### config.mk
export PLATFORM = sky130hd
export DESIGN_NAME = iob_split
export DESIGN_NICKNAME = d
export VERILOG_FILES = /design/src/design/soc_pkg.sv /design/src/design/iob_split.sv
export SDC_FILE = /design/constraint.sdc
export NUM_CORES = 1
export LEC_CHECK = 0
export ABC_AREA = 1
export BUFFER_PORTS_ARGS = -buffer_cell sky130_fd_sc_hd__clkbuf_2
export CORE_AREA = 8 8 96 98
export DETAILED_ROUTE_END_ITERATION = 16
export DIE_AREA = 0 0 104 106
export PLACE_DENSITY = 0.6
export SYNTH_ARGS = -nofsm -noshare
export SYNTH_HDL_FRONTEND = slang
export SYNTH_SLANG_ARGS = --single-unit
### constraint.sdc
create_clock -name clk_i -period 1.4 [get_ports clk_i]
set_input_delay 0.14 -clock clk_i [delete_from_list [all_inputs] [get_ports clk_i]]
set_output_delay 0.14 -clock clk_i [all_outputs]
set_load 0.05 [all_outputs]
### src/design/soc_pkg.sv
`default_nettype none

package soc_pkg;

   // Bus widths
   localparam int ADDR_W = 16;
   localparam int DATA_W = 32;

   // Memory sizes in words
   localparam int SRAM_ADDR_W = 8;
   localparam int ROM_ADDR_W  = 6;

   // CPU reset stretch after boot
   localparam int CPU_RST_CYCLES = 4;
   localparam int RST_CNT_W      = $clog2(CPU_RST_CYCLES + 1);
   localparam logic [RST_CNT_W-1:0] RST_CNT_LOAD = RST_CNT_W'(CPU_RST_CYCLES - 1);

   // Upper half of every boot image word
   localparam logic [15:0] ROM_TAG = 16'hb007;

   // Native bus request, wstrb of zero is a read
   typedef struct packed {
      logic                avalid;
      logic [ADDR_W-1:0]   addr;
      logic [DATA_W-1:0]   wdata;
      logic [DATA_W/8-1:0] wstrb;
   } iob_req_t;

   // Native bus response
   typedef struct packed {
      logic [DATA_W-1:0] rdata;
      logic              rvalid;
      logic              ready;
   } iob_resp_t;

   typedef enum logic [1:0] {
      BOOT,
      RESTART,
      RUN
   } boot_state_t;

endpackage

`default_nettype wire
### src/design/iob_split.sv
`timescale 1ns/1ps
`default_nettype none

// One master to N followers, chosen by f_sel_i
module iob_split #(
   parameter  int N     = 2,
   localparam int SEL_W = (N > 1) ? $clog2(N) : 1
) (
   input  logic               clk_i,
   input  logic               rst_n_i,
   // Master side
   input  soc_pkg::iob_req_t  m_req_i,
   output soc_pkg::iob_resp_t m_resp_o,
   // Follower side
   output soc_pkg::iob_req_t  f_req_o  [N],
   input  soc_pkg::iob_resp_t f_resp_i [N],
   input  logic [SEL_W-1:0]   f_sel_i
);

   logic [SEL_W-1:0] rsp_sel_q;
   logic             rd_acc;

   // A read is taken when valid meets ready with no strobes
   assign rd_acc = m_req_i.avalid && m_resp_o.ready && (m_req_i.wstrb == '0);

   // Request fan-out, only the selected follower sees avalid
   always_comb begin
      for (int i = 0; i < N; i++) begin
         f_req_o[i]        = m_req_i;
         f_req_o[i].avalid = m_req_i.avalid && (f_sel_i == SEL_W'(i));
      end
   end

   // Ready follows the current select, read data the registered one
   always_comb begin
      m_resp_o.ready  = f_resp_i[f_sel_i].ready;
      m_resp_o.rdata  = f_resp_i[rsp_sel_q].rdata;
      m_resp_o.rvalid = f_resp_i[rsp_sel_q].rvalid;
   end

   // Remember who owes the next response
   always_ff @(posedge clk_i) begin
      if (!rst_n_i) begin
         rsp_sel_q <= '0;
      end else if (rd_acc) begin
         rsp_sel_q <= f_sel_i;
      end
   end

   assert property (@(posedge clk_i) disable iff (!rst_n_i)
      m_req_i.avalid |-> (int'(f_sel_i) < N))
      else $error("iob_split: follower select %0d out of range", f_sel_i);

   // Any response on the master side answers a read taken one cycle before
   assert property (@(posedge clk_i) disable iff (!rst_n_i)
      m_resp_o.rvalid |-> $past(rd_acc))
      else $error("iob_split: rvalid without a read in the previous cycle");

endmodule

`default_nettype wire

# Word-level counts from Yosys, hierarchy flattened
# Index checks and enable logic that the tools add are counted.
# W data, S select, Z words.
totals:
  ff_bits: 1
  latchBits: 0
  ram_bits: 0
  mem_bits_ro: 0
  in_bits: 124
  out_inout_bits: 140
  wordCells: 17
  n_memories: 0
classes:
  n_addsub: 0
  multipliers: 0
  n_div: 0
  order_cmp: 2
  n_eq_ne: 0
  shift: 0
  mux: 6
  bitwise: 3
  n_reduce_logical: 5
ops:
  columns: ["op", "count"]
  rows:
  - ["$mux W34", 3]
  - ["$ge A2 B2 Y1 const B", 2]
  - ["$logic_and A1 B1 Y1", 4]
  - ["$logic_not A4 Y1", 1]
  - ["$not A1 Y2", 2]
  - ["$mux W1", 3]
  - ["$not A1 Y1", 1]

# Logic depth before layout (Yosys ltp)
depth:
  word_depth: 6
  ltp_mapped: 6
  ltp_nobuf: 6

# Least setup slack after synthesis
# OpenSTA, ideal clock, no wires.
synth_path:
  path_kind: "register -> output"
  startpoint: "register rsp_sel_q"
  endpoint: "output port m_resp_o[10] in the netlist's numbering"
  arrival_time_ps: 966
  required_ps: 1260
  slack_ps: 294
  path_stages_with_launch: 4
  path_buffers: 2
  path_cell_list: "dfxtp_1 buf_6 buf_12 mux2_4"
synth_rtl:
  columns: ["item", "line_no", "rtl"]
  rows:
  - ["start, declared", "iob_split.sv:20", "logic [SEL_W-1:0] rsp_sel_q;"]
  - ["start signal, assigned", "iob_split.sv:46", "rsp_sel_q <= f_sel_i;"]
  - ["end, declared", "iob_split.sv:13", "output soc_pkg::iob_resp_t m_resp_o,"]

==> run_results.csv <==
group,metric,value,unit
outcome,status,"completed",
synthesis,synth.cell_area,1420,sq um
drt,routed_wl,3.76,mm
synthesis,postSynthAreaPerCell,8.89,sq um
floorplanning,dieHeight,106,um
setup_path,slowest_stage,"mux2_2",
setup_path,crit_type,"reg -> out",
power,power_density,433,nW/um^2
sta,period_minus_slack,1.31,ns
layout,final_util,16.8,%
drt,post-route-drc-count,0,
placed_design,port_buffers,119,
sta,setup_violations,0,
placed_design,pre_cts_slack,0.0743,ns
drt,viasPerCell,3.44,
layout,syn2layout_area_growth,-7.30,%
layout,max_flop_register,"rsp_sel_q",
sta,rsz0062_at_grt,"no",
synthesis,synth_seq_area_share,1.41,%
clocking,clk_latency,0,ns
power,vdd_ir_drop_max,0.0993,mV
power,leakagePower,0.778,nW
sta,max_freq,0.761,GHz
grt,grt_max_degree,35,
grt,grt_pass1_wl,5.80,mm
floorplanning,die_area,11000,sq um
setup_path,cp-start-kind,"flop",
drt,ant_nets,0,
drt,num_vias,952,
grt,grt-ovfl-total,0,
setup_path,worstPathCellList,"buf_12 > mux2_2 > clkbuf_2",
floorplanning,core_area,7850,sq um
layout,largest_register_ffs,1,
sta,fin_skew,0,ns
sta,tightest_slew,0.299,ns
setup_path,critical-path-max-stage-delay,0.37,ns
synthesis,ys_warn_count,0,
layout,final_common_cell,"clkbuf_2",
sta,period_share,93.9,%
layout,top_regs,"rsp_sel_q: 1 flops",
clocking,ctsHoldBuffers,0,
drt,drtIter0Drc,15,
synthesis,ys_types,11,
clocking,cts_resized,0,
synthesis,synth_seq_cells,1,
clocking,cts.clk_slew.worst_paths,0,ns
sta,slew_viol_final,0,
floorplanning,rows,33,
layout,fin_cells,277,
sta,worst_slack,0.0856,ns
synthesis,synth_fp_nets,284,
sta,finalHoldViolations,0,
floorplanning,top_level_ports,264,
grt,grt_pass1_vias,1111,
floorplanning,initial_core_util,18.1,%
layout,diodes,0,
placed_design,dp_hpwl,3.43,mm
sta,slew_headroom,80.1,%
drt,dr.pass1.iters,2,
setup_path,crit_path_end_kind,"output pin",
grt,antenna_found_initial,0,
floorplanning,die_w,104,um
grt,gr-usage-all-layers,6.07,%
layout,nNetsFinal,298,
layout,layout-drive-gt1-share,89.5,%
clocking,cts_setup_buffers,0,
drt,routedWlPerCell,13.6,um
flow_run,max-cap-violations,0,
setup_path,required,1.26,ns
worst_hold_path,hold_class,"in -> out",
sta,tns,0,ns
layout,most-common-layout-cells,"clkbuf_2, mux2_4, nand2_1",
placed_design,gp_congestion,0.724,
synthesis,postSynthCellCount,160,
setup_path,crit_arrival,1.17,ns
power,total_power,0.000572,W
placed_design,placedCellCount,277,
setup_path,cp_max_fo,34,
==> final timing paths <==
kind	from	end	slack, ns	cells after the start
max	rsp_sel_q	m_resp_o[33]	0.09	3
min	m_req_i[15]	f_req_o[15]	0.28	0
max reg2reg	rsp_sel_q	rsp_sel_q	0.60	3
min reg2reg	rsp_sel_q	rsp_sel_q	0.72	3
==> per-stage QoR <==
stage                     cell area (sq um)  hold slack [ns]
after floorplan                        1420            0.261
after global placement                 1320            0.280
after detailed placement               1320            0.280
after CTS                              1320            0.280
after global routing                   1320            0.280
final                                  1320            0.280
==> cells in the mapped netlist (all sizes together) <==
cell type    n  share of area [%]
inv          5                1.3
dfxtp        1                1.4
buf        108                 60
nand2        7                1.8
mux2        33                 34
nor2         4                1.1
a21oi        1               0.35
nand3        1               0.35
==> worst max-delay path: cells and delay by family, from the launching register on <==
family,cells,cell delay [ns]
multiplexers,1,0.37
flip-flops,1,0.31
buffers and inverters,2,0.48
==> area by class of cell <==
type | instances | area [sq um]
inverter | 5 | 18.8
fill | 897 | 6530
sequential | 1 | 21.3
tap | 105 | 131
timing repair buffer | 120 | 616
multi-input combinational | 46 | 532
==> layer usage <==
layer  up-vias  part of all wire, %  track usage [%]
li1        428                    -                -
met1       380                   32             5.36
met2       123                   44             9.90
met3        21                   19             4.78
met4         0                  4.5             3.10
met5         -                    0                0
==> power breakdown <==
group | leakage, nW | internal [W] | switching [W] | total [W]
Combinational | 0.769 | 0.000194 | 0.000348 | 0.000542
Sequential | 0.00857 | 0.0000295 | 0.000000259 | 0.0000298
Clock | 0 | 0 | 0 | 0
==> kinds of logic after synthesis <==
family,share of synthesized area [%]
buf+inv,61.2
mux,33.8
simple gates,3.25
compound gates,0.351
flops,1.41
(Power assumes the default switching activity.)
