File: src/design/soc_pkg.sv
`default_nettype none

package soc_pkg;

   // Bus widths
   localparam int ADDR_W = 16;
   localparam int DATA_W = 32;

   // Memory sizes in words
   localparam int SRAM_ADDR_W = 8;
   localparam int ROM_ADDR_W  = 6;

   // CPU reset stretch after boot
   localparam int CPU_RST_CYCLES = 4;
   localparam int RST_CNT_W      = $clog2(CPU_RST_CYCLES + 1);
   localparam logic [RST_CNT_W-1:0] RST_CNT_LOAD = RST_CNT_W'(CPU_RST_CYCLES - 1);

   // Upper half of every boot image word
   localparam logic [15:0] ROM_TAG = 16'hb007;

   // Native bus request, wstrb of zero is a read
   typedef struct packed {
      logic                avalid;
      logic [ADDR_W-1:0]   addr;
      logic [DATA_W-1:0]   wdata;
      logic [DATA_W/8-1:0] wstrb;
   } iob_req_t;

   // Native bus response
   typedef struct packed {
      logic [DATA_W-1:0] rdata;
      logic              rvalid;
      logic              ready;
   } iob_resp_t;

   typedef enum logic [1:0] {
      BOOT,
      RESTART,
      RUN
   } boot_state_t;

endpackage

`default_nettype wire
File: src/design/soc_timer.sv
`timescale 1ns/1ps
`default_nettype none

// Cycle counter, CTRL at offset 0 and COUNT at offset 4
module soc_timer (
   input  logic               clk_i,
   input  logic               rst_n_i,
   input  soc_pkg::iob_req_t  req_i,
   output soc_pkg::iob_resp_t resp_o
);

   logic                       en_q;
   logic [soc_pkg::DATA_W-1:0] count_q;
   logic [soc_pkg::DATA_W-1:0] rdata_q;
   logic                       rvalid_q;
   logic                       wr_ctrl;
   logic                       rd_en;

   // COUNT is read only, writes there are dropped
   assign wr_ctrl = req_i.avalid && (req_i.wstrb != '0) && !req_i.addr[2];
   assign rd_en   = req_i.avalid && (req_i.wstrb == '0);

   always_ff @(posedge clk_i) begin
      if (!rst_n_i) begin
         en_q     <= 1'b0;
         count_q  <= '0;
         rvalid_q <= 1'b0;
      end else begin
         rvalid_q <= rd_en;
         if (wr_ctrl) en_q <= req_i.wdata[0];
         // clear wins over counting
         if (wr_ctrl && req_i.wdata[1]) begin
            count_q <= '0;
         end else if (en_q) begin
            count_q <= count_q + 1;
         end
      end
   end

   // Clear is a pulse, so it always reads back as 0
   always_ff @(posedge clk_i) begin
      if (rd_en) begin
         rdata_q <= req_i.addr[2] ? count_q : {{(soc_pkg::DATA_W-1){1'b0}}, en_q};
      end
   end

   assign resp_o = '{rdata: rdata_q, rvalid: rvalid_q, ready: 1'b1};

endmodule

`default_nettype wire

File: config.mk
export PLATFORM = sky130hd
export DESIGN_NAME = soc_timer
export DESIGN_NICKNAME = d
export VERILOG_FILES = /design/src/design/soc_pkg.sv /design/src/design/soc_timer.sv
export SDC_FILE = /design/constraint.sdc
export NUM_CORES = 1
export LEC_CHECK = 0
export BUFFER_PORTS_ARGS = -buffer_cell sky130_fd_sc_hd__buf_2
export CAP_MARGIN = 5
export CORE_MARGIN = 1.5
export CORE_UTILIZATION = 54
export DETAILED_ROUTE_END_ITERATION = 10
export GPL_ROUTABILITY_DRIVEN = 0
export PLACE_DENSITY = 0.82
export SYNTH_ARGS = -nofsm -noshare
export SYNTH_HDL_FRONTEND = slang
export SYNTH_SLANG_ARGS = --single-unit
File: constraint.sdc
create_clock -name clk_i -period 3.8 [get_ports clk_i]
set_clock_uncertainty 0.05 [all_clocks]
set_input_delay 0.19 -clock clk_i [delete_from_list [all_inputs] [get_ports clk_i]]
set_output_delay 0.19 -clock clk_i [all_outputs]
set_load 0.02 [all_outputs]
# ---- Word-level counts from Yosys, hierarchy flattened
# Cells that the tools add are included.
dict set report totals {
  rom_bits 0
  latchBits 0
  mem_count 0
  out_inout_bits 34
  mem_bits_rw 0
  regBits 66
}
dict set report op_classes {
  muxes 1
  n_div 0
  n_bitwise 1
  order_cmp 0
  n_reduce_logical 8
  eq_ne 0
  shift 0
  n_mul 0
  n_addsub 1
}
# cell n
set ops {}
lappend ops {{$add A32 B1 Y32 const B} 1}
lappend ops {{$logic_and A1 B1 Y1} 4}
lappend ops {{$logic_not A4 Y1} 1}
lappend ops {{$reduce_bool A4 Y1} 1}
lappend ops {{$reduce_or A2 Y1} 1}
lappend ops {{$logic_not A1 Y1} 1}
lappend ops {{$mux W1} 1}
lappend ops {{$not A1 Y1} 1}

# ---- Logic depth before layout (Yosys ltp)
dict set report logic_depth {
  ltp_word 5
  ltp_mapped 7
  depth_no_buf 5
}

# ---- Worst setup path before layout
# OpenSTA, ideal clock, no wires.
dict set report synth_timing {
  path_type {input -> register}
  start {in req_i[1] (netlist bit)}
  end {reg rdata_q[0] (netlist bit), enable pin}
  t_arrival_ns 2.178
  slack_ns 1.151
  cell_stages 2
  path_cell_list {or4_1 -> nor2_1}
}
dict set report synth_via {
  elab_chain_len 2
}
# element line_no
set synth_lines {}
lappend synth_lines {{from (decl)} soc_timer.sv:8} ;# input soc_pkg::iob_req_t req_i,
lappend synth_lines {{$logic_not A4 Y1} soc_timer.sv:21} ;# assign rd_en = req_i.avalid && (req_i.wstrb == '0);
lappend synth_lines {{$logic_and A1 B1 Y1} soc_timer.sv:21}
lappend synth_lines {{net rd_en} soc_timer.sv:17} ;# logic rd_en;
lappend synth_lines {{to (signal assigned)} soc_timer.sv:43} ;# rdata_q <= req_i.addr[2] ? count_q : {{(soc_pkg::DATA_W-1){1'b0}}, en_q};
lappend synth_lines {{to (decl)} soc_timer.sv:14} ;# logic [soc_pkg::DATA_W-1:0] rdata_q;
# The timed path passes the listed nets, and every way through them passes these cells.
# A chain may end at the register's enable or synchronous reset.

==> flow_summary.ini <==
[worst_setup_path]
cp_data_required_time_ns = 3.98
rr_endpoint = count_q[22]
worstSetupEndpointType = register
cp-start-kind = register
crit_fanout = 12
path_class = reg2reg
critical_r2r_launch = en_q
reg2regPathDepth = 4
data_arrival_time_at_the_worst_slack_endpoint_ns = 2.61
ff2ff_setup_slack_ns = 1.37

[synth]
synth_top_flop_cell = dfxtp_1
number_of_enable_type_register_cells_in_the_synthesized_netlist = 32
synth_fp_nets = 318
post_synth_and_or_nand_nor_area_fraction_pct = 24.0
synth_xor_area_share_pct = 4.03
combinational_family_with_the_most_area_after_synthesis = simple AND/OR/NAND/NOR gates
seq_area_frac_synth_pct = 58.1
synthTopCellsByCount = dfxtp_1, edfxtp_1, and2_1, a21oi_1, nor2_1
yosys.area.top_type = edfxtp_1
yosysWarningCount = 0
syn_inst = 262
post_synth_num_cell_types = 37
synthesized_area_fraction_occupied_by_adder_cells_pct = 0.443
synth.most_common_cell = dfxtp_1
syn_area_per_cell_um2 = 10.8
synth.cell_area_um2 = 2820
dominant_cells_by_area_after_synthesis = edfxtp_1, dfxtp_1, and2_1, or4_1, o31ai_1
asyncSetResetFlopFracSynth_pct = 0
area_fraction_of_the_dominant_cell_type_after_synthesis_pct = 34.0
register_bit_count_reported_by_yosys = 66
muxShareOfSynthArea_pct = 1.11
synth_compound_area_share_pct = 8.06

[detailed_routing]
number_of_vias_per_cell_after_detailed_routing = 5.43
routed_wl_mm = 4.85
drc_violation_count_after_routing = 0
drt.antenna.violating_nets = 0
num_vias = 2032
drt_pass1_iterations = 4
initialDrtViolationCount = 127
route.detailed.wl_per_inst_um = 13.0

[timing]
max_freq_mhz = 412
finalMaxSlewViolations = 0
min_period_ns = 2.43
rsz0062_at_grt = false
timing.setup.tns_ns = 0
finalCritPeriodShare_pct = 63.9
timing.hold.ws_ns = 0.0540
tightestPinTransition_ns = 1.06
timing.final.ws_setup_ns = 1.37
timing.final.hold_violations = 0
setup_viol_count_final = 0
max_slew_margin_pct = 29.3

[layout]
final_layout_size_suffix_gt1_share_pct = 19.1
antennaDiodeCount = 0
final_nets = 355
post-route-util_pct = 63.0
synthToLayoutAreaGrowth_pct = 13.3
fin_area_um2 = 3200

[global_routing]
global_route_wire_length_before_repair_mm = 7.89
grt_max_degree = 34
grtUsageTotal_pct = 18.6
antenna_violations_before_repair = 0
grt.met3_usage_pct = 3.57
grt.met2_usage_pct = 29.3
grt_overflow = 0
met1_usage_pct = 24.2
grt.busiest_layer = met2
grt_pass1_vias = 1758

[placement]
io_buffers = 42
place.detailed.hpwl_mm = 3.16
post_dp_cell_area_um2 = 3040
place_worst_setup_slack_ns = 1.41

[power]
power.share.combinational_pct = 2.5
seq_power_share_pct = 58.7
total_switching_power_mw = 0.262
power_density_nw_per_um2 = 398
power.share.clock_pct = 38.8
switching_share_pct = 20.6
p_int_mw = 1.01
ir_worst_vdd_mv = 0.273
leakagePower_nw = 1.09

[clock_tree]
tritoncts = yes
clock_insertion_delay_worst_skew_ns = 0.33
cts_num_sinks = 66
number_of_hold_buffers_added_after_cts = 0
clk_transition_reported_paths_ns = 0.06
cts.root.buffer_cell = clkbuf_8
number_of_buffers_created_by_cts = 9
cts-resized-gates = 0
clockBufferDepth = 2
cts-htree-levels = 3
cts_setup_buffers = 0

[die]
placeableCoreArea_um2 = 5070
die_height_um = 75.3
rows = 26
starting_density_of_the_core_pct = 55.6
chipWidth_um = 75.3
ioPinCount = 89
dieArea_um2 = 5670

[min_path]
holdPathStages = 3
holdCritPathClass = in2reg
hold_crit_start = req_i[4]
min_to = en_q

[run]
timing.max_cap.violations = 0

[run_status]
status = finished, final reports clean
==> critical path, stage by stage (launching register included) <==
cell and delay, ns:
dfxtp_1 0.50, nand4_1 0.45, or3_1 0.64, or4_1 0.54, a21oi_1 0.16
==> power groups by stage <==
stage / combinational [mW] / clock, mW / sequential (mW)
5_1_grt: 0.0360 / 0.529 / 0.748
6_report: 0.0323 / 0.493 / 0.747
3_3_place_gp: 0.0314 / 0 / 0.763
3_5_place_dp: 0.0325 / 0 / 0.763
2_1_floorplan: 0.0194 / 0 / 0.766
4_1_cts: 0.0326 / 0.502 / 0.747
==> how the worst max path moves through the flow <==
stage,from,endpoint,slack (ns)
after floorplan,req_i[1],rdata_q[0],1.15
after global placement,en_q,count_q[18],1.50
after detailed placement,en_q,count_q[22],1.41
after CTS,en_q,count_q[22],1.38
after global routing,en_q,count_q[17],1.16
final,en_q,count_q[22],1.37
==> placed cells by master, fill, tap and decap left out, drive strengths merged <==
cell type,n
a21oi,17
dfxtp,34
or2,1
and2,32
nand4,7
conb,1
xnor2,10
nor2b,1
xor2,3
o21ai,3
mux2,1
nor2,17
and4,3
a31oi,1
o21a,1
mux2i,2
edfxtp,32
or3,7
ha,1
or4,16
nand3,11
nor4,5
clkbuf,16
o31ai,14
nand2,14
nor3,3
buf,43
inv,6
o31a,1
and3,1
==> per-stage QoR <==
step / instances / power (mW)
after floorplan: 262 / 0.785
after global placement: 358 / 0.794
after detailed placement: 358 / 0.795
after CTS: 374 / 1.28
after global routing: 374 / 1.31
final: 374 / 1.27
==> layout make-up <==
| type | instances | area [um2] |
|---|---|---|
| clock buffers | 16 | 160 |
| fillers | 448 | 1880 |
| multi-input cells | 173 | 1070 |
| inverters | 6 | 22.5 |
| flip-flops and latches | 66 | 1640 |
| well taps | 70 | 87.6 |
| repair buffers | 43 | 218 |
==> per-layer routing <==
metal  up-vias  wire length, um
li1       1022                -
met1       964             2220
met2        35             2400
met3        11              138
met4         0               92
met5         -                0
==> logic make-up after synthesis <==
logic type / count (synthesis)
other: 1
AO/OA/AOI/OAI: 37
XOR/XNOR: 13
multiplexers: 3
adder cells (fa/ha/maj): 1
buffers and inverters: 23
AND/OR/NAND/NOR: 118
flip-flops: 66
==> state kept, by name, summed over array words and instances, names as in the netlist <==
| register | cells |
|---|---|
| count_q | 32 |
| en_q | 1 |
| rdata_q | 32 |
| rvalid_q | 1 |
Note: power is estimated with default switching activity, not from simulation.
