==> src/design/soc_pkg.sv <==
`default_nettype none

package soc_pkg;

   // Bus widths
   localparam int ADDR_W = 16;
   localparam int DATA_W = 32;

   // Memory sizes in words
   localparam int SRAM_ADDR_W = 8;
   localparam int ROM_ADDR_W  = 6;

   // CPU reset stretch after boot
   localparam int CPU_RST_CYCLES = 4;
   localparam int RST_CNT_W      = $clog2(CPU_RST_CYCLES + 1);
   localparam logic [RST_CNT_W-1:0] RST_CNT_LOAD = RST_CNT_W'(CPU_RST_CYCLES - 1);

   // Upper half of every boot image word
   localparam logic [15:0] ROM_TAG = 16'hb007;

   // Native bus request, wstrb of zero is a read
   typedef struct packed {
      logic                avalid;
      logic [ADDR_W-1:0]   addr;
      logic [DATA_W-1:0]   wdata;
      logic [DATA_W/8-1:0] wstrb;
   } iob_req_t;

   // Native bus response
   typedef struct packed {
      logic [DATA_W-1:0] rdata;
      logic              rvalid;
      logic              ready;
   } iob_resp_t;

   typedef enum logic [1:0] {
      BOOT,
      RESTART,
      RUN
   } boot_state_t;

endpackage

`default_nettype wire
==> src/design/boot_ctrl.sv <==
`timescale 1ns/1ps
`default_nettype none

// Boot controller with the CTR register at offset 0
module boot_ctrl (
   input  logic               clk_i,
   input  logic               rst_n_i,
   input  soc_pkg::iob_req_t  req_i,
   output soc_pkg::iob_resp_t resp_o,
   output logic               boot_o,
   output logic               cpu_rst_o
);

   soc_pkg::boot_state_t          state_q;
   logic [soc_pkg::RST_CNT_W-1:0] rst_cnt_q;
   logic                          boot_q;
   logic                          cpu_rst_q;
   logic                          restart_q;
   logic                          wr_en;
   logic                          rd_en;
   logic                          rvalid_q;
   logic [soc_pkg::DATA_W-1:0]    rdata_q;

   assign wr_en = req_i.avalid && (req_i.wstrb != '0);
   assign rd_en = req_i.avalid && (req_i.wstrb == '0);

   always_ff @(posedge clk_i) begin
      if (!rst_n_i) begin
         state_q   <= soc_pkg::BOOT;
         boot_q    <= 1'b1;
         cpu_rst_q <= 1'b0;
         rst_cnt_q <= '0;
         restart_q <= 1'b0;
      end else begin
         // Clearing the boot flag is acted on one cycle after acceptance
         restart_q <= wr_en && !req_i.wdata[0] && (state_q == soc_pkg::BOOT);
         case (state_q)
            soc_pkg::BOOT: begin
               if (restart_q) begin
                  state_q   <= soc_pkg::RESTART;
                  boot_q    <= 1'b0;
                  cpu_rst_q <= 1'b1;
                  rst_cnt_q <= soc_pkg::RST_CNT_LOAD;
               end
            end
            soc_pkg::RESTART: begin
               if (rst_cnt_q == '0) begin
                  state_q   <= soc_pkg::RUN;
                  cpu_rst_q <= 1'b0;
               end else begin
                  rst_cnt_q <= rst_cnt_q - 1;
               end
            end
            // RUN holds until the next reset
            default: ;
         endcase
      end
   end

   // CTR readback
   always_ff @(posedge clk_i) begin
      if (!rst_n_i) begin
         rvalid_q <= 1'b0;
      end else begin
         rvalid_q <= rd_en;
      end
   end

   always_ff @(posedge clk_i) begin
      if (rd_en) rdata_q <= {{(soc_pkg::DATA_W-1){1'b0}}, boot_q};
   end

   assign resp_o    = '{rdata: rdata_q, rvalid: rvalid_q, ready: 1'b1};
   assign boot_o    = boot_q;
   assign cpu_rst_o = cpu_rst_q;

   assert property (@(posedge clk_i) disable iff (!rst_n_i)
      cpu_rst_q |-> (state_q == soc_pkg::RESTART))
      else $error("boot_ctrl: CPU reset outside RESTART");

   // The flag may only come back through a system reset
   assert property (@(posedge clk_i) $rose(boot_q) |-> $past(!rst_n_i))
      else $error("boot_ctrl: boot flag rose without reset");

endmodule

`default_nettype wire

==> config.mk <==
export PLATFORM = sky130hd
export DESIGN_NAME = boot_ctrl
export DESIGN_NICKNAME = d
export VERILOG_FILES = /design/src/design/soc_pkg.sv /design/src/design/boot_ctrl.sv
export SDC_FILE = /design/constraint.sdc
export NUM_CORES = 1
export LEC_CHECK = 0
export BUFFER_PORTS_ARGS = -buffer_cell sky130_fd_sc_hd__buf_2
export CAP_MARGIN = 10
export CELL_PAD_IN_SITES_DETAIL_PLACEMENT = 1
export CELL_PAD_IN_SITES_GLOBAL_PLACEMENT = 1
export CORE_AREA = 5 5 66 68
export CTS_CLUSTER_SIZE = 25
export DETAILED_ROUTE_END_ITERATION = 6
export DIE_AREA = 0 0 71 73
export PLACE_DENSITY = 0.75
export SETUP_SLACK_MARGIN = 0.3
export SKIP_CTS_REPAIR_TIMING = 1
export SYNTH_ARGS = -nofsm -noshare
export SYNTH_HDL_FRONTEND = slang
export SYNTH_SLANG_ARGS = --single-unit
==> constraint.sdc <==
create_clock -name clk_i -period 1.3 [get_ports clk_i]
set_input_delay 0 -clock clk_i [delete_from_list [all_inputs] [get_ports clk_i]]
set_output_delay 0 -clock clk_i [all_outputs]
set_load 0.03 [all_outputs]
* Word level (Yosys, flattened, before mapping)
Index checks and enable logic that the tools add are counted.
** Word-level totals
- Flip-flop bits (word level) :: 10
- Input port bits :: 55
- Output and inout bits :: 36
- Logic and storage cells :: 34
** Cells by class
- Add/subtract/negate cells :: 1
- Eq/ne operators :: 4
- Multiplexer cells :: 9
- Reduce and logical (&&, ||, !) cells :: 13
** Operators with widths (count)
- 3-bit 2-to-1 mux :: 2
- 2-bit inequality test, second input constant :: 3
- 3-bit one-hot mux with 2 select lines :: 1
- 3-bit AND reduction :: 2
- 1-bit logical AND :: 4
- 4-bit zero test :: 1
- 2-bit 2-to-1 mux :: 2
- 2-bit one-hot mux with 2 select lines :: 1
- 4-bit nonzero test :: 1
- 3-bit zero test :: 1
- 3-bit by 1-bit subtractor with 3-bit output, second input constant :: 1
- 2-bit by 1-bit equality test with 1-bit output, second input constant :: 1
- 2-bit zero test :: 1
- 1-bit 2-to-1 mux :: 2
- 1-bit one-hot mux with 2 select lines :: 1
- 2-bit AND reduction :: 1
- 2-bit nonzero test :: 1
- 1-bit zero test :: 1

* Logic depth before layout (Yosys ltp)
- Word-level depth :: 4
- Depth in mapped cells :: 5
- Mapped depth without buffers :: 5

* Least setup slack after synthesis
No wires, ideal clock.
- Kind :: reg-to-reg
- Start :: reg rst_cnt_q[0] (netlist name)
- End :: reg rst_cnt_q[2] (netlist name)
- Setup time :: 0.075 ns
- Arrival :: 1.027 ns
- Slack :: 0.198 ns
- Stages on the path, launching flop included :: 6
- Buffers on the path :: 0
- Period minus slack after synthesis :: 1.102 ns
- Cells stage by stage :: dfxtp_1 -> inv_1 -> ha_1 -> nor4b_2 -> a21oi_1 -> o22ai_1
** On the way
- Word-level cells in the longest chain between the ends :: 3
- Elaborated cells between the ends (all ways) :: 6
- Those cells by class :: add/sub: 1; eq/ne: 1; mux: 2; reduce/logical: 2
** Ends and longest elaborated chain
- start, declared :: line boot_ctrl.sv:15 : logic [soc_pkg::RST_CNT_W-1:0] rst_cnt_q;
- start signal, assigned :: line boot_ctrl.sv:43 : rst_cnt_q <= soc_pkg::RST_CNT_LOAD;
- start signal, assigned :: line boot_ctrl.sv:51 : rst_cnt_q <= rst_cnt_q - 1;
- 3-bit by 1-bit subtractor with 3-bit output or 3-bit zero test (tied branches) :: line boot_ctrl.sv:51, boot_ctrl.sv:47
- 3-bit 2-to-1 mux or 2-bit inequality test (tied branches)
- 3-bit one-hot mux with 2 select lines or 3-bit AND reduction (tied branches)
Parallel ways exist; a longest one is shown, timed or not. The select of a mux whose other input is x is not followed.
A chain may end at the register's enable or synchronous reset.

* Final worst setup path
- Start :: reg rst_cnt_q[0] (netlist name)
- End :: reg rst_cnt_q[1] (netlist name)
The elaborated chain is that of the path after synthesis.

==> results.py <==
metrics = {
    "logic_synthesis": {
        "yosysTopAreaCell": "buf_4",
        "syn_inst": 77,
        "ys_warn_count": 0,
        "synthTopCellsByCount": "buf_4, dfxtp_1, inv_1, nand2_1",
        "synthArstFlopShare_pct": 0,
        "yosys-top-cells-area": "buf_4, dfxtp_1, edfxtp_1",
        "ys.flop_type": "dfxtp_1",
        "synth_most_common_cell": "buf_4",
        "synth_edf_count": 1,
        "synth_cell_types": 22,
        "syn-cell-area_um2": 682,
        "synth-seq-area-share_pct": 27.9,
        "synth.top_cell.area_share_pct": 36.3,
        "synth-seq-cells": 9,
        "avgSynthCellArea_um2": 8.86,
    },
    "power": {
        "clockPowerShare_pct": 36.3,
        "peakVddDrop_mv": 0.254,
        "finalPower_uw": 894,
        "power.switching_uw": 315,
        "pwr-share-comb_pct": 29.0,
        "leakage_uw": 0.000349,
        "sw_frac_of_total_pct": 35.2,
        "seq_power_share_pct": 34.7,
        "power.density_mw_per_mm2": 1170,
        "intPower_uw": 579,
    },
    "worst_setup_path": {
        "crit_slowest_cell": "dfxtp_2",
        "arrival_ps": 1170,
        "crit_path_max_fanout": 4,
        "cp.required_ps": 1410,
        "end_kind": "flip-flop",
        "critPathMaxStageDelay_ps": 350,
        "setup.worst_path.start_class": "flip-flop",
        "crit_family": "flip-flops",
        "cp_cell_sequence": "inv_2 -> ha_4 -> nand2b_4 -> mux2i_1 -> a21oi_1",
        "path_buf_inv": 1,
        "critPathKind": "reg -> reg",
    },
    "final_layout": {
        "finalInstanceArea_um2": 761,
        "regArea_um2": 195,
        "drive_above_1_share_pct": 35.6,
        "fillerInstances": 469,
        "multiInputGateArea_um2": 377,
        "antennaDiodeCount": 0,
        "syn2layout_area_growth_pct": 11.6,
        "fin_nets": 148,
    },
    "global_routing": {
        "grt_pass1_wl_mm": 1.77,
        "overflow": 0,
        "antenna_found_initial": 0,
        "grt_pass1_vias": 446,
        "gr-usage-all-layers_pct": 4.50,
        "grt_max_degree": 10,
    },
    "timing": {
        "period_share_pct": 80.8,
        "maxSlewViolCount": 0,
        "timing.fmax_mhz": 952,
        "timing.final.ws_setup_ps": 249,
        "clock_skew_ps": 2.30,
        "finalSetupViolCount": 0,
        "min_period_ps": 1050,
        "tns_ps": 0,
        "grt_setup_unrepaired": "yes",
        "finalHoldViolCount": 0,
    },
    "place": {
        "place_ws_ps": 199,
        "placed_area_um2": 681,
        "io_buffers": 11,
        "gp_congestion": 0.683,
    },
    "detailed_routing": {
        "drt_first_pass_iters": 2,
        "wirelength_mm": 1.17,
        "ant_nets": 0,
        "dr_total_vias": 437,
        "vias_per_cell": 3.12,
        "wl_per_cell_um": 8.36,
        "drtIter0Drc": 4,
        "drc": 0,
    },
    "floorplanning": {
        "pin_count": 91,
        "start_util_pct": 18.0,
        "dieArea_mm2": 0.00518,
        "dieWidth_um": 71,
        "core_area_mm2": 0.00380,
        "row_count": 23,
        "die_h_um": 73,
    },
    "cts": {
        "htree_levels": 1,
        "cts_tree": "yes",
        "cts_buffers": 3,
        "clk_latency_ps": 230,
        "clockBufferDepth": 2,
        "clock_sinks": 9,
        "clkTransAtPathRegs_ps": 50,
        "clockRootBuffer": "clkbuf_8",
    },
    "run_status": {
        "run_status": "finished clean",
    },
    "hold_path": {
        "min_path_type": "in -> reg",
    },
    "flow_run": {
        "cap_violations": 0,
    },
}
==> cell type report <==
class	instances	area share, %
Inverter	4	1.97
Clock buffer	3	5.43
Sequential cell	9	25.7
Multi-Input combinational cell	61	49.5
Timing Repair Buffer	12	8.55
Clock inverter	1	0.658
Tap cell	50	8.22
==> placed cells by master (no fill, tap or decap), types with 2 or more instances in the layout <==
cell      synthesis  routed
a21oi_1           3       3
buf_2             0      11
clkbuf_8          0       3
conb_1            2      32
dfxtp_1           8       4
dfxtp_2           0       4
inv_1             4       2
inv_2             0       2
mux2i_1           2       2
nand2_1           4       4
nand2b_4          1       2
nor2_1            2       2
o21ai_0           3       2
==> metal layers <==
metal | GRT usage [%] | up-vias | part of all wire [%]
li1 | - | 210 | -
met3 | 2.07 | 2 | 11
met4 | 3.76 | 0 | 1.6
met2 | 6.59 | 26 | 49
met5 | 0 | - | 0
met1 | 4.95 | 199 | 38
==> kinds of logic (layout without fill, tap and decap cells) <==
kind of cell	count (synthesis)	count (layout)	synth area share (%)
simple gates	14	14	15.4
fa+ha+maj	2	2	3.67
mux	2	2	2.94
other cells	2	32	1.10
buf+inv	37	20	38.5
flops	9	9	27.9
compound gates	11	11	10.5
==> power groups by stage <==
| stage | registers, µW | clock network (µW) | logic, µW |
|---|---|---|---|
| after floorplan | 317 | 0 | 274 |
| after global placement | 313 | 0 | 232 |
| after detailed placement | 313 | 0 | 237 |
| after CTS | 308 | 338 | 238 |
| after global routing | 313 | 351 | 281 |
| final | 310 | 324 | 259 |
==> per-stage QoR <==
step / cells / util, % / hold WS, ps
floorplan: 107 / - / 71.4
global placement: 135 / 17.9 / 174
detailed placement: 135 / 17.9 / 179
CTS: 139 / 19.1 / -71.6
global route: 140 / 20.0 / 36.7
finish: 140 / 20.0 / 25.3
==> sequential cells by signal, summed over array words and instances, names as in the netlist <==
register and cells:
boot_o 1, rdata_q 1, restart_q 1, rst_cnt_q 3, rvalid_q 1, state_q 2
==> final timing paths <==
| path | from | slack [ps] | end | depth (start not counted) |
|---|---|---|---|---|
| min reg2reg | boot_o | 470 | rdata_q[0] | 0 |
| min | req_i[52] | 30 | rvalid_q | 2 |
| max | rst_cnt_q[0] | 250 | rst_cnt_q[1] | 5 |
| max reg2reg | rst_cnt_q[0] | 250 | rst_cnt_q[1] | 5 |
Note: power is estimated with default switching activity, not from simulation.
