## config.mk

```make
export PLATFORM = sky130hd
export DESIGN_NAME = boot_rom
export DESIGN_NICKNAME = d
export VERILOG_FILES = /design/src/design/soc_pkg.sv /design/src/design/boot_rom.sv
export SDC_FILE = /design/constraint.sdc
export NUM_CORES = 1
export LEC_CHECK = 0
export BUFFER_PORTS_ARGS = -buffer_cell sky130_fd_sc_hd__buf_2
export CORE_MARGIN = 2
export CORE_UTILIZATION = 24
export CTS_BUF_LIST = sky130_fd_sc_hd__clkbuf_16
export CTS_CLUSTER_DIAMETER = 80
export DETAILED_ROUTE_END_ITERATION = 10
export PLACE_DENSITY = 0.78
export SYNTH_ARGS = -nofsm -noshare
export SYNTH_HDL_FRONTEND = slang
export SYNTH_SLANG_ARGS = --single-unit
```

## constraint.sdc

```tcl
create_clock -name clk_i -period 0.96 [get_ports clk_i]
set_input_delay 0.048 -clock clk_i [delete_from_list [all_inputs] [get_ports clk_i]]
set_output_delay 0.048 -clock clk_i [all_outputs]
set_load 0.01 [all_outputs]
```

## src/design/soc_pkg.sv

```systemverilog
`default_nettype none

package soc_pkg;

   // Bus widths
   localparam int ADDR_W = 16;
   localparam int DATA_W = 32;

   // Memory sizes in words
   localparam int SRAM_ADDR_W = 8;
   localparam int ROM_ADDR_W  = 6;

   // CPU reset stretch after boot
   localparam int CPU_RST_CYCLES = 4;
   localparam int RST_CNT_W      = $clog2(CPU_RST_CYCLES + 1);
   localparam logic [RST_CNT_W-1:0] RST_CNT_LOAD = RST_CNT_W'(CPU_RST_CYCLES - 1);

   // Upper half of every boot image word
   localparam logic [15:0] ROM_TAG = 16'hb007;

   // Native bus request, wstrb of zero is a read
   typedef struct packed {
      logic                avalid;
      logic [ADDR_W-1:0]   addr;
      logic [DATA_W-1:0]   wdata;
      logic [DATA_W/8-1:0] wstrb;
   } iob_req_t;

   // Native bus response
   typedef struct packed {
      logic [DATA_W-1:0] rdata;
      logic              rvalid;
      logic              ready;
   } iob_resp_t;

   typedef enum logic [1:0] {
      BOOT,
      RESTART,
      RUN
   } boot_state_t;

endpackage

`default_nettype wire
```

## src/design/boot_rom.sv

```systemverilog
`timescale 1ns/1ps
`default_nettype none

// Boot image, read one cycle after acceptance
module boot_rom (
   input  logic               clk_i,
   input  logic               rst_n_i,
   input  soc_pkg::iob_req_t  req_i,
   output soc_pkg::iob_resp_t resp_o
);

   logic [soc_pkg::ROM_ADDR_W-1:0] word_idx;
   logic [soc_pkg::DATA_W-1:0]     rdata_q;
   logic                           rvalid_q;
   logic                           rd_en;

   // Image word is the tag over its own index
   function automatic logic [soc_pkg::DATA_W-1:0] rom_word(
      input logic [soc_pkg::ROM_ADDR_W-1:0] idx
   );
      return {soc_pkg::ROM_TAG, 16'(idx)};
   endfunction

   assign word_idx = req_i.addr[soc_pkg::ROM_ADDR_W+1:2];
   // Writes are taken and dropped
   assign rd_en    = req_i.avalid && (req_i.wstrb == '0);

   always_ff @(posedge clk_i) begin
      if (!rst_n_i) begin
         rvalid_q <= 1'b0;
      end else begin
         rvalid_q <= rd_en;
      end
   end

   always_ff @(posedge clk_i) begin
      if (rd_en) rdata_q <= rom_word(word_idx);
   end

   assign resp_o = '{rdata: rdata_q, rvalid: rvalid_q, ready: 1'b1};

endmodule

`default_nettype wire

```

# --- After elaboration in Yosys (flattened, before gate mapping) ---
# Cells that the tools add are included.
word_totals:
  register_bits: 7
  elab_cells: 4
classes:
  n_reduce_logical: 2
op_table:
  columns: ["operator", "n"]
  rows:
  - ["logical NOT 4 bit", 1]
  - ["logical AND 1 bit", 1]

# --- Depth between registers and ports, before layout ---
# Gate-level depths: netlist of the first run.
logic_depth:
  ltp_word: 2
  ltp_mapped: 2

# --- Worst setup path after synthesis of the first run ---
# OpenSTA, ideal clock, no wires.
synth_path:
  path_type: "in2reg"
  startpoint: "input req_i[1] (netlist bit)"
  endpoint: "register rdata_q[0] (netlist bit) (enable)"
  arrival_time_ps: 529
  required_ps: 656
  path_slack_ps: 127
  cell_stages: 2
  path_cell_list: "nor4_2 > and2_2"
synth_via:
  elab_chain_cells: 2
synth_rtl:
  columns: ["element", "line", "rtl"]
  rows:
  - ["start: declaration", "boot_rom.sv:8", "input soc_pkg::iob_req_t req_i,"]
  - ["logical NOT 4 bit", "boot_rom.sv:26", "assign rd_en = req_i.avalid && (req_i.wstrb == '0);"]
  - ["logical AND 1 bit", "boot_rom.sv:26", null]
  - ["named net rd_en", "boot_rom.sv:15", "logic rd_en;"]
  - ["end signal: assignment", "boot_rom.sv:37", "if (rd_en) rdata_q <= rom_word(word_idx);"]
  - ["end: declaration", "boot_rom.sv:13", "logic [soc_pkg::DATA_W-1:0] rdata_q;"]
# The timed path passes the listed nets, and every way through them passes these cells.
# A chain may end at the register's enable or synchronous reset.

# --- Worst setup path after layout of the first run ---
layout_path:
  startpoint: "register rdata_q[3] (netlist bit)"
  endpoint: "output resp_o[5] (netlist bit)"
layout_lines:
  columns: ["element", "line", "rtl"]
  rows:
  - ["end: declaration", "boot_rom.sv:9", "output soc_pkg::iob_resp_t resp_o"]
# No word-level cell between the ends.

==> results.md, run 1 <==
- Critical Path Start: rdata_q[3]$_DFFE_PP_
- Hold Crit Depth: 1
- Clk pwr share: 61.6%
- Fin. Hold Viols: 0
- Element type at the critical path start: register
- Most frequent cells in the layout: conb_1 (27), buf_2 (19), edfxtp_1 (6)
- P&R area growth vs syn: 26.8%
- Setup slack after layout: approximately 0.18 ns
- Critical Path AT: 0.73 ns
- Clk Tree Root Cell: clkbuf_16
- First-pass GRT wire length: 821 um
- Commonest non-fill, non-tap cell in the layout: conb_1
- GP Congestion: 0.629
- Crit Path Max Fanout: 1
- Largest cells by area after synthesis: buf_4 (47%), edfxtp_1 (41%), dfxtp_1 (4.5%), nor4_2 (2.8%), and2_2 (1.7%)
- Crit path to: resp_o[5]
- Die width: 47.0 um
- Combinational share of power: 8.4%
- Complex-gate fraction of the synthesized area: 0%
- Drt drc: 0
- Vias in the first global route: approximately 220
- XOR/XNOR share of the synthesized area: 0%
- Initial antenna violation count: 0
- Setup Buffers After CTS: 0
- CP Depth: 1
- N_diodes: 0
- GRT overflow: 0
- Post-Synth Simple-Gate Area: 5.92%
- Maximum vdd ir drop: around 0.63 mV
- Syn Inst Count: 40
- Post-synthesis sequential element count: 7
- MaxCap Viol Count: 0
- Post-detailed-route count of antenna-violating nets: 0
- Initial DRC count: 0
- Max-slew violations: 0
- Dominant cell type by area after synthesis: buf_4
- Critical path type: register to output port
- Unique cell type count in the Yosys netlist: 7
- Die Ht: 47.0 um
- Achievable Freq: 1290 MHz
- Final Cell Area: 563 um^2
- Clock Path Buffers: 2
- Largest net degree at the start of global routing: 7
- Ys Warns: 0
- Post-placement setup slack: -0.0629 ns
- GRT Total Usage: 6.35%
- Cell Area, Synth: 444 um^2
- Final hold slack: 0.00378 ns
- Pre-Repair DR Iteration Count: 1
- Core area: between 1500 and 2000 um^2
- Seq pwr share: 30.0%
- CTS Buf Count: 3
- Vias: 274
- CP required: approximately 0.9 ns
- Largest family of logic cells by synthesized area: buffers and inverters
- P_int: 0.909 mW
- Starting Density: roughly a quarter
- Worst hold path class: input pin to register
- Worst path top cell family by delay: flip-flops
- Min cycle time layout: 0.776 ns
- CTS tree: built
- Non-Filler Instances: 88
- Layout net count: 119
- Status: finished clean
- H-tree Lvls: 1
- Synth Area in Adders: 0%
- CP cell instances: buf_2
- Die ar.: 2210 um^2
- Final setup vio count: 0
- Placed Instances: 81
- Clk sinks: 7
- Via density: between 3 and 4
- Share of the synthesized area in the top cell type: 47.3%
- Leakage: 0.292 nW
- RSZ-0062 raised after global routing: no
- Wire per inst: between 8 and 9 um
- Setup crit end kind: output port
- CP max stage delay: 0.35 ns
- CP max stage cell: edfxtp_1
- DRT Wirelength: between 700 and 800 um
- Buffers & Inverters on Critical Path: 1
- Area after DPL: between 400 and 500 um^2
- Syn avg cell area: 11.1 um^2
- Clk slew on worst S/H paths: ~0.04 ns
- Seq/Total Area, Yosys: 45.1%
- Row cnt: 15
- Sw Ratio: 19.6%
- Fill cells: 177
- Io pins: between 80 and 90
- Layout cell share with drive strength beyond 1: 38.1%
- Pwr dens: 2010 nW/um^2
- DPL Wire Length: 533 um
- Switching power: 0.222 mW
- Input/output buffers: 19
- Fin crit share: between 80 and 90%
- Mux share of post-synthesis cell area: 0%
-- how the worst min path moves through the flow --
| stage | from | endpoint | slack, ns |
|---|---|---|---|
| CTS | req_i[38] | rdata_q[0]$_DFFE_PP_ | 0.003 |
| floorplan | req_i[38] | rdata_q[0]$_DFFE_PP_ | 0.15 |
| finish | req_i[38] | rdata_q[0]$_DFFE_PP_ | 0.004 |
| global placement | req_i[38] | rdata_q[0]$_DFFE_PP_ | 0.23 |
| global route | req_i[38] | rdata_q[0]$_DFFE_PP_ | 0.005 |
| detailed placement | req_i[41] | rdata_q[3]$_DFFE_PP_ | 0.23 |
-- power by group through the flow --
stage	sequential (mW)	clock, mW	combinational (mW)
floorplan	0.346	0	0.131
global placement	0.343	0	0.0818
detailed placement	0.343	0	0.0826
CTS	0.339	0.708	0.0927
global route	0.339	0.719	0.105
finish	0.339	0.697	0.0952
-- per-stage QoR --
step	power (mW)	util (%)	TNS, ns
6_report	1.13	32.6	0
5_1_grt	1.16	32.6	0
4_1_cts	1.14	32.6	0
3_5_place_dp	0.426	26.3	-0.377
3_3_place_gp	0.425	26.3	-0.324
2_1_floorplan	0.478	-	0
-- layout make-up --
class | count | area (um^2) | share of cell area, %
clock inverter | 1 | 3.75 | 0.667
sequential | 7 | 200 | 35.6
timing repair buffer | 22 | 125 | 22.2
clock buffer | 3 | 75.1 | 13.3
multi-input combinational | 30 | 128 | 22.7
tap | 25 | 31.3 | 5.56
-- timing repair --
action / CTS / global route
gates resized for setup: 0 / 0
hold buffers: 3 / 0
endpoints found under the hold margin: 3 / 0
-- layer usage --
layer | wire, um | part of all wire (%) | vias up | GRT usage (%)
li1 | - | - | 117 | -
met1 | 234 | 31 | 113 | 3.72
met2 | 336 | 45 | 41 | 11.8
met3 | 152 | 20 | 3 | 2.69
met4 | 28 | 3.7 | 0 | 8.33
met5 | 0 | 0 | - | 0
-- Yosys cell counts --
library cell  count
and3_1            1
nor4_2            1
conb_1            2
buf_4            28
edfxtp_1          6
dfxtp_1           1
and2_2            1
-- registers in the layout, summed over array words and instances (netlist names) --
name      count
rdata_q       6
rvalid_q      1
-- cells by family after synthesis --
logic type,count (synthesis)
buf+inv,28
flops,7
other cells,2
simple gates,3
Note: power is estimated with default switching activity, not from simulation.
==> run 2: changes to the inputs <==
- clock period: 0.96 -> 0.8 ns (I/O delays scaled with it)
==> run 2 against run 1 <==
  * Utilization increased by 2.3 points
  * Critical path depth is the same
  * Die area did not move
  * Clock power increased by 20%
  * Total power grew 22%
  * Clock-buffer cell count did not move
  * Worst setup slack worse by 0.16 ns
  * Via count is 4.7% higher
  * Final cell count is 3.4% higher
  * Critical endpoint unchanged
==> results.md, run 2 (same netlist as run 1, synthesis figures left out) <==
- Status: finished clean
- Wire per inst: 9.01 um (+5.4%)
- CP max stage cell: edfxtp_1
- Fin. Hold Viols: 0 (unchanged)
- N_diodes: 0 (unchanged)
- Setup crit end kind: output port
- Drt drc: 0 (unchanged)
- GRT Total Usage: 7.31% (+0.96 points)
- H-tree Lvls: 1 (unchanged)
- Post-placement setup slack: -0.168 ns (-0.105 ns)
- Fin crit share: 97.6%
- Fill cells: 161 (-9.0%)
- Vias: 287 (+4.7%)
- Max reg flops: 6 (unchanged)
- Critical Path AT: 0.74 ns (about the same)
- CTS tree: built
- Commonest non-fill, non-tap cell in the layout: conb_1
- Crit Path Max Fanout: 1 (unchanged)
- Row cnt: 15 (unchanged)
- P&R area growth vs syn: 35.8%
- CTS Buf Count: 3 (unchanged)
- Clk slew on worst S/H paths: 0.04 ns (about the same)
- Layout net count: 122 (+2.5%)
- Final setup TNS: 0 ns (unchanged)
- Die ar.: 2210 um^2 (unchanged)
- Io pins: 89 (unchanged)
- Input/output buffers: 19 (unchanged)
- Post-detailed-route count of antenna-violating nets: 0 (unchanged)
- Pre-Repair DR Iteration Count: 1 (unchanged)
- CP cell instances: buf_2
- Biggest regs: rdata_q: 6 flops, rvalid_q: 1 flops
- Setup slack after layout: 0.0196 ns (-0.164 ns)
- Layout cell share with drive strength beyond 1: 36.4% (-1.7 points)
- Via density: 3.15 (+1.3%)
- Leakage: 0.306 nW (+5.0%)
- Element type at the critical path start: register
- Starting Density: 25.7% (unchanged)
- Die width: 47.0 um (unchanged)
- Clk sinks: 7 (unchanged)
- CP required: 0.76 ns (-0.15 ns)
- Maximum vdd ir drop: 0.718 mV (+13%)
- Initial antenna violation count: 0 (unchanged)
- Min cycle time layout: 0.780 ns
- Die Ht: 47.0 um (unchanged)
- DRT Wirelength: 820 um (+9.0%)
- Achievable Freq: 1280 MHz
- Worst hold path class: input pin to register
- Most frequent cells in the layout: conb_1 (27), buf_2 (19), dlygate4sd3_1 (6), edfxtp_1 (6), clkbuf_16 (3)
- First-pass GRT wire length: 966 um (+18%)
- Max-slew violations: 0 (unchanged)
- Clk Tree Root Cell: clkbuf_16
- Initial DRC count: 0 (unchanged)
- Vias in the first global route: 254 (+18%)
- RSZ-0062 raised after global routing: no
- CP max stage delay: 0.36 ns (about the same)
- Largest Register: rdata_q
- MaxCap Viol Count: 0 (unchanged)
- Pwr dens: 2280 nW/um^2 (+14%)
- Core area: 1730 um^2 (unchanged)
- GRT overflow: 0 (unchanged)
- Final setup vio count: 0 (unchanged)
- Largest net degree at the start of global routing: 7 (unchanged)
- Clock Path Buffers: 2 (unchanged)
- Buffers & Inverters on Critical Path: 1 (unchanged)
- Worst path top cell family by delay: flip-flops
- DPL Wire Length: 558 um (+4.7%)
- Setup Buffers After CTS: 0 (unchanged)
- GP Congestion: 0.638 (+1.4%)
- Critical path type: register to output port
-- run 2: cell types whose count changed in the layout (fill, tap and decap cells not counted), sizes merged --
cell,before,now
dlygate4sd3,3,6
-- run 2: report_power, final --
group          switching [mW]  total, mW  internal, mW
sequential            0.00146      0.407         0.405
combinational          0.0848      0.132        0.0473
clock                   0.189      0.839         0.650
total                   0.275       1.38          1.10
-- run 2: worst paths after layout --
path	cells past startpoint	slack [ns]	from	endpoint
worst max-delay path	1	0.02	rdata_q[3]$_DFFE_PP_	resp_o[5]
worst min-delay path	2	0.05	rst_n_i	rvalid_q$_SDFF_PN0_
-- run 2: layout make-up --
class / count / area (um^2) / share of cell area, %
sequential: 7 / 200 / 33.2
multi-input combinational: 30 / 138 / 22.8
tap: 25 / 31.3 / 5.19
clock inverter: 1 / 3.75 / 0.622
clock buffer: 3 / 75.1 / 12.4
timing repair buffer: 25 / 155 / 25.7
-- run 2: stage by stage --
stage / total power [mW] / util (%) / std cells / cell area (um^2) / hold slack, ns
after floorplan: 0.575 / - / 65 / 548 / 0.139
after global placement: 0.516 / 26.9 / 81 / 464 / 0.220
after detailed placement: 0.517 / 26.9 / 81 / 464 / 0.223
after CTS: 1.39 / 34.9 / 91 / 603 / 0.0588
after global routing: 1.42 / 34.9 / 91 / 603 / 0.0636
final: 1.38 / 34.9 / 91 / 603 / 0.0548
-- run 2: metal layers --
layer | track usage (%) | part of all wire, %
met3 | 2.69 | 17
met4 | 8.33 | 2.4
met2 | 15.9 | 52
met1 | 3.04 | 28
met5 | 0 | 0
-- run 2: timing repair --
action                                 in CTS  in global routing
hold buffers                                6                  0
gates resized for setup                     0                  0
endpoints found under the hold margin       6                  0
==> run 3: changes to the inputs <==
- HOLD_SLACK_MARGIN: not set -> 0.12
==> run 3 against run 2 <==
  * Largest power group unchanged
  * Clock-buffer cell count is the same
  * Largest cell class unchanged
  * Die area is the same
  * Maximum frequency grew 0.80%
==> results.md, run 3 (same netlist as run 1, synthesis figures left out) <==
- Hold EP: rvalid_q$_SDFF_PN0_
- Die ar.: 2210 um^2 (unchanged)
- Non-Filler Instances: 93 (+2.2%)
- Via density: 3.17 (+0.58%)
- RSZ-0062 raised after global routing: no
- Leakage: 0.315 nW (+2.7%)
- DRT Wirelength: 847 um (+3.3%)
- Max-slew violations: 0 (unchanged)
- Setup crit end kind: output port
- GRT Total Usage: 7.63% (+0.32 points)
- Maximum vdd ir drop: 0.718 mV (about the same)
- Io pins: 89 (unchanged)
- Vias: 295 (+2.8%)
- Initial DRC count: 3 (+3)
- GRT overflow: 0 (unchanged)
- Fin crit share: 96.8% (-0.77 points)
- DPL Wire Length: 558 um (unchanged)
- Crit Path Max Fanout: 1 (unchanged)
- N_diodes: 0 (unchanged)
- Initial antenna violation count: 0 (unchanged)
- P&R area growth vs syn: 40.3%
- Layout cell share with drive strength beyond 1: 35.3% (-1.1 points)
- Element type at the critical path start: register
- Clock Path Buffers: 2 (unchanged)
- HP Start: req_i[2]
- GP Congestion: 0.638 (unchanged)
- Status: finished clean
- CTS tree: built
- Die Ht: 47.0 um (unchanged)
- Final setup vio count: 0 (unchanged)
- Setup Buffers After CTS: 0 (unchanged)
- Drt drc: 0 (unchanged)
- Largest Register: rdata_q
- Worst hold path class: input pin to register
- Hold Crit Depth: 3 (+1)
- Final Cell Area: 623 um^2 (+3.3%)
- CP max stage cell: edfxtp_1
- Worst path top cell family by delay: flip-flops
- Vias in the first global route: 274 (+7.9%)
- Row cnt: 15 (unchanged)
- Wire per inst: 9.11 um (+1.1%)
- Input/output buffers: 19 (unchanged)
- Critical Path AT: 0.73 ns (about the same)
- CP max stage delay: 0.35 ns (about the same)
- Buffers & Inverters on Critical Path: 1 (unchanged)
- Biggest regs: rdata_q: 6 flops, rvalid_q: 1 flops
- Clk sinks: 7 (unchanged)
- First-pass GRT wire length: 1010 um (+5.0%)
- Fin. Hold Viols: 0 (unchanged)
- Min cycle time layout: 0.774 ns (-0.00616 ns)
- Layout net count: 124 (+1.6%)
- Max reg flops: 6 (unchanged)
- Clk slew on worst S/H paths: 0.04 ns (about the same)
- Pwr dens: 2220 nW/um^2 (-2.7%)
- Largest net degree at the start of global routing: 7 (unchanged)
- MaxCap Viol Count: 0 (unchanged)
- Starting Density: 25.7% (unchanged)
- H-tree Lvls: 1 (unchanged)
- Area after DPL: 464 um^2 (unchanged)
- Commonest non-fill, non-tap cell in the layout: conb_1
- Clk Tree Root Cell: clkbuf_16
- Post-detailed-route count of antenna-violating nets: 0 (unchanged)
- Die width: 47.0 um (unchanged)
- CP required: 0.76 ns (about the same)
- Critical path type: register to output port
- Achievable Freq: 1290 MHz (+0.80%)
- CP cell instances: buf_2
- Core area: 1730 um^2 (unchanged)
- Placed Instances: 81 (unchanged)
- Most frequent cells in the layout: conb_1 (27), buf_2 (19), dlygate4sd3_1 (8)
- Pre-Repair DR Iteration Count: 2 (+1)
- CTS Buf Count: 3 (unchanged)
==> run 3: how the worst max path moves through the flow <==
stage / cells past startpoint / from / to / slack, ns
after detailed placement: 3 / req_i[1] / rdata_q[0]$_DFFE_PP_ / -0.17
after CTS: 1 / rdata_q[3]$_DFFE_PP_ / resp_o[5] / 0.01
final: 1 / rdata_q[3]$_DFFE_PP_ / resp_o[5] / 0.03
after global routing: 1 / rdata_q[3]$_DFFE_PP_ / resp_o[5] / 0.01
after floorplan: 2 / req_i[1] / rdata_q[0]$_DFFE_PP_ / 0.008
after global placement: 3 / req_i[1] / rdata_q[0]$_DFFE_PP_ / -0.14
==> run 3: through the flow <==
stage	util [%]	setup TNS, ns	hold slack, ns	worst slack (ns)	total power [mW]
after floorplan	-	0	0.139	0.00761	0.575
after global placement	26.9	-0.865	0.220	-0.144	0.516
after detailed placement	26.9	-1.00	0.223	-0.168	0.517
after CTS	36.1	0	0.162	0.0119	1.40
after global routing	36.1	0	0.180	0.0102	1.42
final	36.1	0	0.168	0.0257	1.38
==> run 3: power by group <==
group	switching [mW]	internal, mW
clock network	0.189	0.650
registers	0.00123	0.405
logic	0.0864	0.0537
total	0.276	1.11
==> run 3: metal layers <==
metal	GRT usage, %	vias to the layer above	routed length, um
met2	16.7	41	450
met1	3.05	125	211
met5	0	-	0
li1	-	127	-
met4	8.33	0	20
met3	3.08	2	165
==> run 3: layout make-up <==
class / instances / area (um^2)
clock buffer: 3 / 75.1
tap: 25 / 31.3
clock inverter: 1 / 3.75
multi-input combinational: 30 / 138
fill: 159 / 1100
timing repair buffer: 27 / 175
sequential: 7 / 200
==> run 3: repair_timing <==
| item | in CTS | in global routing |
|---|---|---|
| gates resized for setup | 0 | 0 |
| hold buffers | 8 | 0 |
| hold endpoints to repair | 7 | 0 |
